### src/hw/video_defs.svh
// Raster size, tile geometry and address width macros for the video subsystem
`ifndef VIDEO_DEFS_SVH
`define VIDEO_DEFS_SVH

// Raster, 48x32 visible inside 64x40
`define H_TOTAL   64
`define H_ACTIVE  48
`define V_TOTAL   40
`define V_ACTIVE  32

// Six visible tiles plus one for fine scroll
`define TILE_COLS 7

// Line buffer address width
`define LBUF_AW   6

// Graphics ROM address: row[7:3], tile, row[2:0]
`define ROM_AW    13

`endif

### src/hw/video_pkg.sv
// Palette entry, CPU write word, scroll registers, write ports and RGB types
`include "video_defs.svh"

package video_pkg;

    // Brightness in the top nibble
    typedef struct packed {
        logic [3:0] bright;
        logic [3:0] red;
        logic [3:0] green;
        logic [3:0] blue;
    } pal_entry_t;

    // CPU data seen as a palette colour or as a plain register value
    typedef union packed {
        pal_entry_t  pal;
        logic [15:0] raw;
    } cpu_word_u;

    typedef struct packed {
        logic [7:0] hpos;
        logic [7:0] vpos;
        logic       layer_en;
    } scroll_regs_t;

    typedef struct packed {
        logic       wr;
        logic [3:0] idx;
        pal_entry_t col;
    } pal_wr_t;

    typedef struct packed {
        logic                we;
        logic [`LBUF_AW-1:0] addr;
        logic [3:0]          pix;
    } lbuf_wr_t;

    typedef struct packed {
        logic [7:0] red;
        logic [7:0] green;
        logic [7:0] blue;
    } rgb_t;

endpackage

### src/hw/video_timing.sv
// Raster timing generator with pixel and line counters, blanking, sync and line start
`timescale 1ns/1ns
`include "video_defs.svh"

module video_timing (
    input  logic       clk,
    input  logic       rst_n,
    input  logic       pxl_cen,
    output logic [5:0] hdump,
    output logic [5:0] vdump,
    output logic       line_start,
    output logic       HB,
    output logic       VB,
    output logic       HS,
    output logic       VS
);

// Sync pulses sit a little after the active area
localparam int HS_START = `H_ACTIVE + 4;
localparam int HS_END   = HS_START + 4;
localparam int VS_START = `V_ACTIVE + 2;
localparam int VS_END   = VS_START + 2;

logic h_last;
logic v_last;

assign h_last = hdump == 6'(`H_TOTAL - 1);
assign v_last = vdump == 6'(`V_TOTAL - 1);

always_ff @(posedge clk or negedge rst_n) begin
    if (!rst_n) begin
        hdump      <= '0;
        vdump      <= '0;
        line_start <= 1'b0;
    end else begin
        // High while hdump is 0, once vdump already holds the new line
        line_start <= pxl_cen && h_last;
        if (pxl_cen) begin
            hdump <= h_last ? 6'd0 : hdump + 6'd1;
            if (h_last) begin
                vdump <= v_last ? 6'd0 : vdump + 6'd1;
            end
        end
    end
end

assign HB = hdump >= 6'(`H_ACTIVE);
assign VB = vdump >= 6'(`V_ACTIVE);
assign HS = (hdump >= 6'(HS_START)) && (hdump < 6'(HS_END));
assign VS = (vdump >= 6'(VS_START)) && (vdump < 6'(VS_END));

endmodule

### src/hw/video_mmr.sv
// CPU register block for scroll, layer control and palette write strobes
`timescale 1ns/1ns

module video_mmr import video_pkg::*; (
    input  logic         clk,
    input  logic         rst_n,
    input  logic         cpu_cs,
    input  logic [4:0]   cpu_addr,
    input  cpu_word_u    cpu_din,
    output scroll_regs_t regs,
    output pal_wr_t      pal_wr
);

localparam logic [4:0] ADDR_HPOS = 5'd0;
localparam logic [4:0] ADDR_VPOS = 5'd1;
localparam logic [4:0] ADDR_CTRL = 5'd2;

logic pal_hit;

// Upper half of the map is the palette
assign pal_hit = cpu_cs && cpu_addr[4];

always_ff @(posedge clk or negedge rst_n) begin
    if (!rst_n) begin
        regs   <= '0;
        pal_wr <= '0;
    end else begin
        pal_wr.wr  <= pal_hit;
        pal_wr.idx <= cpu_addr[3:0];
        pal_wr.col <= cpu_din.pal;
        if (cpu_cs) begin
            case (cpu_addr)
                ADDR_HPOS: regs.hpos     <= cpu_din.raw[7:0];
                ADDR_VPOS: regs.vpos     <= cpu_din.raw[7:0];
                ADDR_CTRL: regs.layer_en <= cpu_din.raw[0];
                default: begin
                    // Palette or unmapped
                end
            endcase
        end
    end
end

endmodule

### src/hw/tile_fetch.sv
// Tile row fetcher that reads the graphics ROM and fills the line buffer
`timescale 1ns/1ns
`include "video_defs.svh"

module tile_fetch import video_pkg::*; (
    input  logic               clk,
    input  logic               rst_n,
    input  logic               line_start,
    input  logic [5:0]         vdump,
    input  scroll_regs_t       regs,
    input  logic [31:0]        rom_data,
    input  logic               rom_ok,
    output logic [`ROM_AW-1:0] rom_addr,
    output logic               rom_cs,
    output lbuf_wr_t           lbuf_wr
);

typedef enum logic [1:0] {
    ST_IDLE,
    ST_REQ,
    ST_UNPACK
} state_t;

state_t      state;
logic [4:0]  coarse;
logic [7:0]  row;
logic [2:0]  col;
logic [2:0]  nib;
logic [31:0] tile_row;
logic [5:0]  vrender;
logic [4:0]  tile;

// Line to be shown next
assign vrender = (vdump == 6'(`V_TOTAL - 1)) ? 6'd0 : vdump + 6'd1;

always_ff @(posedge clk or negedge rst_n) begin
    if (!rst_n) begin
        state  <= ST_IDLE;
        coarse <= '0;
        row    <= '0;
        col    <= '0;
        nib    <= '0;
    end else if (line_start) begin
        // Restart even if the previous line did not finish
        coarse <= regs.hpos[7:3];
        row    <= {2'b00, vrender} + regs.vpos;
        col    <= '0;
        state  <= (vrender < 6'(`V_ACTIVE)) ? ST_REQ : ST_IDLE;
    end else begin
        case (state)
            ST_REQ: begin
                if (rom_ok) begin
                    nib   <= '0;
                    state <= ST_UNPACK;
                end
            end
            ST_UNPACK: begin
                nib <= nib + 3'd1;
                if (nib == 3'd7) begin
                    if (col == 3'(`TILE_COLS - 1)) begin
                        state <= ST_IDLE;
                    end else begin
                        col   <= col + 3'd1;
                        state <= ST_REQ;
                    end
                end
            end
            default: begin
                state <= ST_IDLE;
            end
        endcase
    end
end

always_ff @(posedge clk) begin
    if (rom_cs && rom_ok) begin
        tile_row <= rom_data;
    end
end

// Tile index wraps every 32 columns
assign tile     = coarse + {2'b00, col};
assign rom_cs   = state == ST_REQ;
assign rom_addr = {row[7:3], tile, row[2:0]};

// Nibble k lands at buffer address 8c+k
always_comb begin
    lbuf_wr.we   = (state == ST_UNPACK) && !line_start;
    lbuf_wr.addr = {col, nib};
    lbuf_wr.pix  = tile_row[{nib, 2'b00} +: 4];
end

endmodule

### src/hw/line_buffer.sv
// Ping-pong line buffer with bank swap at each line start
`timescale 1ns/1ns
`include "video_defs.svh"

module line_buffer import video_pkg::*; (
    input  logic                clk,
    input  logic                rst_n,
    input  logic                line_start,
    input  lbuf_wr_t            wr,
    input  logic [`LBUF_AW-1:0] rd_addr,
    output logic [3:0]          rd_pix
);

localparam int DEPTH = 1 << `LBUF_AW;

logic [3:0] mem [0:1][0:DEPTH-1];
// Write bank, the read side uses the other one
logic       bank;
logic       rd_bank;

always_ff @(posedge clk or negedge rst_n) begin
    if (!rst_n) begin
        bank <= 1'b0;
    end else if (line_start) begin
        bank <= ~bank;
    end
end

// Swap clock already reads from the bank that was just filled
assign rd_bank = line_start ? bank : ~bank;

always_ff @(posedge clk) begin
    if (wr.we) begin
        mem[bank][wr.addr] <= wr.pix;
    end
    rd_pix <= mem[rd_bank][rd_addr];
end

endmodule

### src/hw/colmix.sv
// Colour mixer with fine scroll, palette RAM, brightness scaling and blanking
`timescale 1ns/1ns
`include "video_defs.svh"

module colmix import video_pkg::*; (
    input  logic                clk,
    input  logic                rst_n,
    input  logic                pxl_cen,
    input  logic [5:0]          hdump,
    input  logic                HB,
    input  logic                VB,
    input  scroll_regs_t        regs,
    input  pal_wr_t             pal_wr,
    input  logic [3:0]          rd_pix,
    output logic [`LBUF_AW-1:0] rd_addr,
    output rgb_t                rgb,
    output logic                lhbl,
    output logic                lvbl
);

pal_entry_t palette [0:15];
logic [3:0] idx;
pal_entry_t col;
rgb_t       scaled;

// 4-bit colour to 8 bits, times (bright+1)/16
function automatic logic [7:0] scale(input logic [3:0] chan, input logic [3:0] bright);
    logic [12:0] prod;
    prod = {5'd0, chan, chan} * {8'd0, {1'b0, bright} + 5'd1};
    return prod[11:4];
endfunction

// Fine scroll offsets into the extra tile
assign rd_addr = hdump + {3'd0, regs.hpos[2:0]};
assign idx     = regs.layer_en ? rd_pix : 4'd0;
assign col     = palette[idx];

always_comb begin
    scaled.red   = scale(col.red, col.bright);
    scaled.green = scale(col.green, col.bright);
    scaled.blue  = scale(col.blue, col.bright);
end

always_ff @(posedge clk or negedge rst_n) begin
    if (!rst_n) begin
        for (int i = 0; i < 16; i++) begin
            palette[i] <= '0;
        end
    end else if (pal_wr.wr) begin
        palette[pal_wr.idx] <= pal_wr.col;
    end
end

// Outputs lag hdump by one pixel
always_ff @(posedge clk or negedge rst_n) begin
    if (!rst_n) begin
        rgb  <= '0;
        lhbl <= 1'b0;
        lvbl <= 1'b0;
    end else if (pxl_cen) begin
        lhbl <= ~HB;
        lvbl <= ~VB;
        rgb  <= (HB || VB) ? '0 : scaled;
    end
end

endmodule

### src/hw/video_top.sv
// Video subsystem top level with timing, registers, fetcher, line buffer and mixer
`timescale 1ns/1ns
`include "video_defs.svh"

module video_top import video_pkg::*; (
    input  logic               clk,
    input  logic               rst_n,
    input  logic               pxl_cen,
    // CPU write port
    input  logic               cpu_cs,
    input  logic [4:0]         cpu_addr,
    input  cpu_word_u          cpu_din,
    // Raster
    output logic [5:0]         hdump,
    output logic [5:0]         vdump,
    output logic               HS,
    output logic               VS,
    // Graphics ROM
    output logic [`ROM_AW-1:0] rom_addr,
    output logic               rom_cs,
    input  logic [31:0]        rom_data,
    input  logic               rom_ok,
    // Video out
    output rgb_t               rgb,
    output logic               lhbl,
    output logic               lvbl
);

logic                line_start;
logic                HB;
logic                VB;
scroll_regs_t        regs;
pal_wr_t             pal_wr;
lbuf_wr_t            lbuf_wr;
logic [`LBUF_AW-1:0] rd_addr;
logic [3:0]          rd_pix;

video_timing u_timing (
    .clk        ( clk        ),
    .rst_n      ( rst_n      ),
    .pxl_cen    ( pxl_cen    ),
    .hdump      ( hdump      ),
    .vdump      ( vdump      ),
    .line_start ( line_start ),
    .HB         ( HB         ),
    .VB         ( VB         ),
    .HS         ( HS         ),
    .VS         ( VS         )
);

video_mmr u_mmr (
    .clk        ( clk        ),
    .rst_n      ( rst_n      ),
    .cpu_cs     ( cpu_cs     ),
    .cpu_addr   ( cpu_addr   ),
    .cpu_din    ( cpu_din    ),
    .regs       ( regs       ),
    .pal_wr     ( pal_wr     )
);

tile_fetch u_fetch (
    .clk        ( clk        ),
    .rst_n      ( rst_n      ),
    .line_start ( line_start ),
    .vdump      ( vdump      ),
    .regs       ( regs       ),
    .rom_data   ( rom_data   ),
    .rom_ok     ( rom_ok     ),
    .rom_addr   ( rom_addr   ),
    .rom_cs     ( rom_cs     ),
    .lbuf_wr    ( lbuf_wr    )
);

line_buffer u_lbuf (
    .clk        ( clk        ),
    .rst_n      ( rst_n      ),
    .line_start ( line_start ),
    .wr         ( lbuf_wr    ),
    .rd_addr    ( rd_addr    ),
    .rd_pix     ( rd_pix     )
);

colmix u_colmix (
    .clk        ( clk        ),
    .rst_n      ( rst_n      ),
    .pxl_cen    ( pxl_cen    ),
    .hdump      ( hdump      ),
    .HB         ( HB         ),
    .VB         ( VB         ),
    .regs       ( regs       ),
    .pal_wr     ( pal_wr     ),
    .rd_pix     ( rd_pix     ),
    .rd_addr    ( rd_addr    ),
    .rgb        ( rgb        ),
    .lhbl       ( lhbl       ),
    .lvbl       ( lvbl       )
);

endmodule

### config.mk
export PLATFORM = sky130hd
export DESIGN_NAME = video_top
export DESIGN_NICKNAME = d
export VERILOG_FILES = /design/src/hw/video_pkg.sv /design/src/hw/video_timing.sv /design/src/hw/video_mmr.sv /design/src/hw/tile_fetch.sv /design/src/hw/line_buffer.sv /design/src/hw/colmix.sv /design/src/hw/video_top.sv
export VERILOG_INCLUDE_DIRS = /design/src /design/src/hw
export SDC_FILE = /design/constraint.sdc
export NUM_CORES = 1
export LEC_CHECK = 0
export ABC_AREA = 1
export BUFFER_PORTS_ARGS = -buffer_cell sky130_fd_sc_hd__buf_4
export CAP_MARGIN = 20
export CORE_MARGIN = 4
export CORE_UTILIZATION = 37
export CTS_BUF_LIST = sky130_fd_sc_hd__clkbuf_4
export DETAILED_ROUTE_END_ITERATION = 10
export GPL_TIMING_DRIVEN = 0
export PLACE_DENSITY = 0.65
export SLEW_MARGIN = 10
export SYNTH_ARGS = -nofsm -noshare
export SYNTH_HDL_FRONTEND = slang
export SYNTH_SLANG_ARGS = --single-unit
### constraint.sdc
create_clock -name clk -period 5.4 [get_ports clk]
set_input_delay 0.81 -clock clk [delete_from_list [all_inputs] [get_ports clk]]
set_output_delay 0.81 -clock clk [all_outputs]
set_load 0.03 [all_outputs]
## Word-level counts from Yosys, hierarchy flattened

Memories as Yosys holds them, arrays and structs flattened.
Index checks and enable logic that the tools add are counted.

| storage, ports and cells | value |
|---|---|
| flip-flop bits (word level) | 391 |
| bits in writable memories | 512 |
| bits of input ports | 58 |
| memories kept | 1 |

| operators by class | value |
|---|---|
| add/sub/neg operators | 8 |
| multiply operators | 3 |
| order comparisons | 13 |
| equal/unequal tests | 12 |
| shift operators | 1 |
| mux-type cells | 30 |
| bitwise logic cells | 8 |
| reductions and logical operators | 21 |

Memory list:

| memory | depth | width | rd ports | clocked after memory_dff | write ports | RTL line | RTL |
|---|---|---|---|---|---|---|---|
| u_lbuf.mem | 2 | 256 | 1 | 0 | 1 | line_buffer.sv:16 | `logic [3:0] mem [0:1][0:DEPTH-1];` |

Operators with widths:

| kind | number |
|---|---|
| 256-bit bitwise mux | 1 |
| 256-bit 2-to-1 mux | 1 |
| 16-bit binary-select mux with 4-bit select | 1 |
| 16-bit demux with 4-bit select | 1 |
| 16-bit 2-to-1 mux | 3 |
| 8-bit by 5-bit multiplier with 12-bit output | 3 |
| 32-bit by 6-bit variable part select with 4-bit output | 1 |
| 4-bit binary-select mux with 6-bit select | 1 |
| 4-bit demux with 6-bit select | 1 |
| 6-bit greater-or-equal comparator (second input constant) | 4 |
| 24-bit 2-to-1 mux | 1 |
| 6-bit < comparator (second input constant) | 3 |
| 4-bit 2-to-1 mux | 4 |
| 3-bit 2-to-1 mux | 5 |
| 7-bit greater-or-equal comparator (second input constant) | 2 |
| 6-bit NOT with 7-bit output | 2 |
| 6-bit by 1-bit adder with 6-bit output (second input constant) | 2 |
| 6-bit equality test (second input constant) | 2 |
| 6-bit 2-to-1 mux | 2 |
| 5-bit greater-or-equal comparator (second input constant) | 2 |
| 4-bit NOT with 5-bit output | 2 |
| 2-bit AND reduction | 5 |
| 6-bit by 8-bit adder with 8-bit output | 1 |
| 1-bit logical AND | 8 |
| 24 further kinds | 38 |

## Depth between registers and ports, before layout

| logic depth | value |
|---|---|
| depth in word-level cells | 8 |
| gate-level depth with buffers | 36 |

## Cells and area by module

Synthesis repeated with hierarchy kept, for this count alone.

| second synthesis, totals | value |
|---|---|
| cell total of the unflattened synthesis | 4899 |
| area total of the unflattened synthesis | 44177.4 um^2 |

By module, submodules not included:

| module | times used | cells an instance | area an instance (um^2) |
|---|---|---|---|
| line_buffer | 1 | 2377 | 23354.9 |
| colmix | 1 | 2051 | 16104.2 |
| tile_fetch | 1 | 274 | 2690.1 |
| video_mmr | 1 | 109 | 1295.0 |
| video_timing | 1 | 88 | 733.2 |

## Worst setup path after synthesis

OpenSTA, ideal clock, no wires.

| timing | value |
|---|---|
| kind | register to register |
| from | register u_mmr.regs[0] (netlist name) |
| to | register u_colmix.rgb[7] (netlist name) |
| setup time | 118 ps |
| data arrival time | 4907 ps |
| data required time | 5282 ps |
| path slack | 375 ps |
| cell stages (with the launch flop) | 34 |
| buffers on the path | 5 |
| clock period less this slack | 5025 ps |
| path through | dfrtp_1 -> buf_6 -> nand2_4 -> buf_6 -> buf_6 -> buf_6 -> nand2_1 -> o211ai_2 -> nand3_1 -> nand3_1 -> nand2_1 -> inv_1 -> ha_1 -> inv_1 -> nor2_1 -> inv_1 -> nor2_2 -> buf_4 -> inv_1 -> nor2_1 -> inv_1 -> fa_1 -> fa_1 -> fa_1 -> inv_1 -> ha_1 -> a21oi_1 -> inv_1 -> a21oi_1 -> inv_1 -> a211oi_1 -> nand3_1 -> nand3_1 -> nand2_1 |

| between the ends | value |
|---|---|
| cells in the longest elaborated chain, start to end | 8 |

RTL lines:

| element | RTL line | RTL |
|---|---|---|
| 4-bit 2-to-1 mux (*) | colmix.sv:35 | `assign idx = regs.layer_en ? rd_pix : 4'd0;` |
| 4-bit NOT with 5-bit output (implied by the code) (*) | colmix.sv:36 | `assign col = palette[idx];` |
| 16-bit binary-select mux with 4-bit select (*) | colmix.sv:36 |  |
| 16-bit 2-to-1 mux (implied by the code) (*) (2 in series) | colmix.sv:36 |  |
| 4-bit by 1-bit adder with 5-bit output | colmix.sv:29 | `prod = {5'd0, chan, chan} * {8'd0, {1'b0, bright} + 5'd1};` |
| 8-bit by 5-bit multiplier with 12-bit output (*) | colmix.sv:29 |  |
| 24-bit 2-to-1 mux (*) | colmix.sv:63 | `rgb <= (HB \|\| VB) ? '0 : scaled;` |

Mark *: on every way between the ends. The rest lies on a longest branch, timed or not. The select of a mux whose other input is x is not followed.
A chain may end at the register's enable or synchronous reset.

## Worst setup path in the final report

| timing | value |
|---|---|
| from | register u_mmr.regs[0] (netlist name) |
| to | register u_colmix.rgb[21] (netlist name) |

| between the ends | value |
|---|---|
| cells in the longest elaborated chain, start to end | 8 |

RTL lines:

| element | RTL line |
|---|---|
| 4-bit 2-to-1 mux (*) | colmix.sv:35 |
| 4-bit NOT with 5-bit output (implied by the code) (*) | colmix.sv:36 |
| 16-bit binary-select mux with 4-bit select (*) | colmix.sv:36 |
| 16-bit 2-to-1 mux (implied by the code) (*) (2 in series) | colmix.sv:36 |
| 4-bit by 1-bit adder with 5-bit output | colmix.sv:29 |
| 8-bit by 5-bit multiplier with 12-bit output (*) | colmix.sv:29 |
| 24-bit 2-to-1 mux (*) | colmix.sv:63 |

Marks and branches as above.

==> flow_summary_export.csv <==
group,metric,value,unit
outcome,status,"finished with violations",
outcome,failed_checks,"antenna violations",
clock_tree,numCtsBuffers,220,
setup_path,cp.arrival,6.25,ns
routing,vias_per_cell,5.57,
logic_synthesis,yosysTopAreaCell,"edfxtp_1",
grt,overflow,0,
placement,io_buffers,110,
floorplanning,io_pins,112,
clock_tree,root_buffer,"clkbuf_4",
setup_path,crit_family,"adder cells",
cells_and_area,area_growth,18.4,%
setup_path,r2r-end,"u_colmix.rgb[21]$_DFFE_PN0P_",
timing,final-hold-violation-count,0,
clock_tree,clk_latency,1.22,ns
setup_path,worst-path-max-fanout,10,
routing,drt_iter0_drc,4362,
timing,skew,0.0839,ns
logic_synthesis,synth_common_cells,"nand2_1, o21ai_0, edfxtp_1",
cells_and_area,nNetsFinal,4755,
logic_synthesis,yosysSeqAreaShare,61.2,%
clock_tree,cts_tree,"built",
floorplanning,die_x,342,microns
placement,placedCellCount,5732,
floorplanning,core_area,0.111,sq mm
floorplanning,die_area,0.117,sq mm
setup_path,cp_slowest_cell,"fa_1",
setup_path,required,6.47,ns
logic_synthesis,yosys.area.top_type_share,39.5,%
clock_tree,h-tree-depth,4,
floorplanning,dieHeight,342,microns
hold_path,holdPathEnd,"u_timing.hdump[1]$_DFFE_PN0P_",
timing,fin_crit_sh,96.1,%
timing,slew_violations,0,
placement,place_congestion,0.974,
setup_path,reg2reg_slack,0.21,ns
logic_synthesis,synth.avg_cell_area,10.1,sq um
placement,dp_hpwl,101,mm
logic_synthesis,synth_area,0.0413,sq mm
floorplanning,initial_core_util,37.3,%
logic_synthesis,synth_seq_cells,903,
job,maxCapViolations,0,
grt,first_global_vias,33600,
timing,tightest_slew,1.28,ns
pwr,p_per_area,547,mW/mm^2
logic_synthesis,yosysUniqueCellTypes,46,
setup_path,critPathKind,"reg -> reg",
cells_and_area,drive_above_1_share,15.5,%
clock_tree,clock_sink_count,903,
grt,antenna_found_initial,8,
setup_path,worst_path_most_repeated_cell,"inv_1",
grt,grt_util_all_layers,24.1,%
logic_synthesis,async_reset_ff_share,39.3,%
grt,grt_pass1_wl,211,mm
logic_synthesis,synthTopCellsByArea,"edfxtp_1, dfrtp_1, o21ai_0",
hold_path,hold_path_depth,3,
floorplanning,rows,122,
grt,grt_max_degree,109,
logic_synthesis,yosys_warnings,0,
timing,fin_ws,0.213,ns
clock_tree,clockBufferDepth,3,
timing,setup_viol,0,
setup_path,path_buf_inv,15,
pwr,p_leak,19.7,nW
logic_synthesis,synthCells,4093,
routing,drcViolationCount,0,
clock_tree,path_clk_slew,0.06,ns
timing,slew_headroom,14.7,%
routing,firstDrtPassIters,7,
cells_and_area,final_cell_count_no_fill,6222,
timing,period_needed,5.19,ns
logic_synthesis,ys.flop_type,"edfxtp_1",
setup_path,cp-end-kind,"register",
setup_path,critPathLaunchType,"register",
setup_path,r2r-start,"u_mmr.regs[0]$_DFFE_PN0P_",
setup_path,worstRegToRegCells,33,
logic_synthesis,synth_edf_count,544,
hold_path,hold_start,"pxl_cen",
routing,ant_nets,1,
hold_path,hold_class,"in -> reg",
logic_synthesis,yosysMostFrequentCell,"nand2_1",
pwr,ir_drop,0.380,mV
setup_path,slowest_delay,0.52,ns
timing,rsz0062_at_grt,"yes",
routing,drt-wirelength-per-cell,23.3,microns
timing,fmax,0.193,GHz
routing,routed_wl,145,mm
logic_synthesis,syn_nets,4273,
routing,num_vias,34600,
cells_and_area,nFillCells,10600,
cells_and_area,final_util,44.2,%
placement,post-place-ws,-0.790,ns
[per-layer routing]
layer,vias to the layer above,share of wire (%),global-route usage (%)
met4,4,5.7,14.0
met3,540,11,6.64
met2,2285,45,37.6
met5,-,0.029,0.250
met1,16600,38,30.2
li1,15200,-,-
[metrics by stage]
step / power, W / hold slack, ns / instance area [sq um] / TNS, ns
final: 0.0268 / 0.171 / 48900 / 0
after global routing: 0.0281 / 0.117 / 48900 / -0.158
after CTS: 0.0257 / 0.0384 / 48300 / 0
after detailed placement: 0.0197 / 0.466 / 44600 / -6.52
after global placement: 0.0197 / 0.464 / 44000 / -1090.00
after floorplan: 0.0155 / 0.446 / 41300 / 0
[cell usage in the layout, fill, tap and decap left out, types with 6 or more instances in the layout]
cell type / n
diode_2: 13
nand3_2: 10
buf_8: 16
o221ai_1: 63
buf_6: 31
nand2_2: 12
clkinv_1: 30
buf_12: 10
o22ai_1: 67
o211ai_2: 6
o211ai_1: 58
buf_2: 33
edfxtp_1: 544
clkbuf_4: 328
o21ai_1: 15
nand3_1: 273
o21bai_1: 8
xor2_1: 21
buf_1: 6
ha_1: 67
nor2_2: 13
nor3_1: 56
a21oi_2: 9
inv_6: 6
clkbuf_1: 171
buf_4: 180
inv_1: 272
o21ai_0: 546
a32o_1: 7
dlygate4sd3_1: 55
nor2_1: 491
nand2_1: 707
fa_1: 44
ha_4: 10
nand4_1: 7
inv_2: 18
a21oi_1: 94
dfrtp_1: 355
[area by class of cell]
| class | instances | area (sq um) | share of cell area, % |
|---|---|---|---|
| plain buffers | 249 | 1340 | 2.73 |
| flip-flops and latches | 903 | 25300 | 51.7 |
| multi-input cells | 2642 | 14200 | 29.0 |
| diodes | 13 | 32.5 | 0.0665 |
| inverters | 296 | 1130 | 2.32 |
| clock inverters | 42 | 262 | 0.534 |
| well taps | 1488 | 1860 | 3.80 |
| clock buffers | 326 | 2450 | 5.00 |
| repair buffers | 263 | 2380 | 4.87 |
[tightest hold or removal path: cells and delay by family]
kind | cells | cell delay (ns)
AOI/OAI and AO/OA | 1 | 0.07
and+or+nand+nor | 1 | 0.13
buffers and inverters | 1 | 0.27
[where the power goes]
group	switching (W)	total, W	internal (W)
sequential	0.000364	0.00871	0.00834
combinational	0.00853	0.0124	0.00387
clock	0.00290	0.00566	0.00276
[logic make-up after synthesis]
group,after synthesis,share of synthesized area [%]
AND/OR/NAND/NOR,1598,15.8
AO/OA/AOI/OAI,898,12.4
adder cells (fa/ha/maj),122,4.51
flip-flops,903,61.2
buffers and inverters,548,5.50
XOR/XNOR,24,0.509
[worst max path at each step]
| stage | from | endpoint | slack, ns | depth (start not counted) |
|---|---|---|---|---|
| 6_report | u_mmr.regs[0]$_DFFE_PN0P_ | u_colmix.rgb[21]$_DFFE_PN0P_ | 0.21 | 33 |
| 2_1_floorplan | u_mmr.regs[0]$_DFFE_PN0P_ | u_colmix.rgb[7]$_DFFE_PN0P_ | 0.38 | 33 |
| 3_5_place_dp | u_lbuf.rd_pix[0]$_DFF_P_ | u_colmix.rgb[7]$_DFFE_PN0P_ | -0.79 | 32 |
| 5_1_grt | u_mmr.regs[0]$_DFFE_PN0P_ | u_colmix.rgb[6]$_DFFE_PN0P_ | -0.05 | 31 |
| 3_3_place_gp | u_fetch.nib[2]$_DFFE_PN0P_ | u_lbuf.mem[0][238]$_DFFE_PP_ | -2.36 | 5 |
| 4_1_cts | u_mmr.regs[0]$_DFFE_PN0P_ | u_colmix.rgb[23]$_DFFE_PN0P_ | 0.003 | 34 |
[repair_timing]
action,4_1_cts,5_1_grt
endpoints found under the hold margin,147,0
gates cloned,0,1
resized for setup,73,80
hold buffers,55,0
pin swaps,17,47
setup buffers,18,33
endpoints found under the setup margin,22,12
[registers in the layout, summed over array words and instances (netlist names), 6 cells and up]
name and count:
u_fetch.tile_row 32, u_colmix.palette 256, u_timing.hdump 6, u_mmr.regs 17, u_mmr.pal_wr 21, u_fetch.row 8, u_lbuf.mem 512, u_colmix.rgb 24
u_timing.vdump 6
Power figures use the tool's default switching activity.
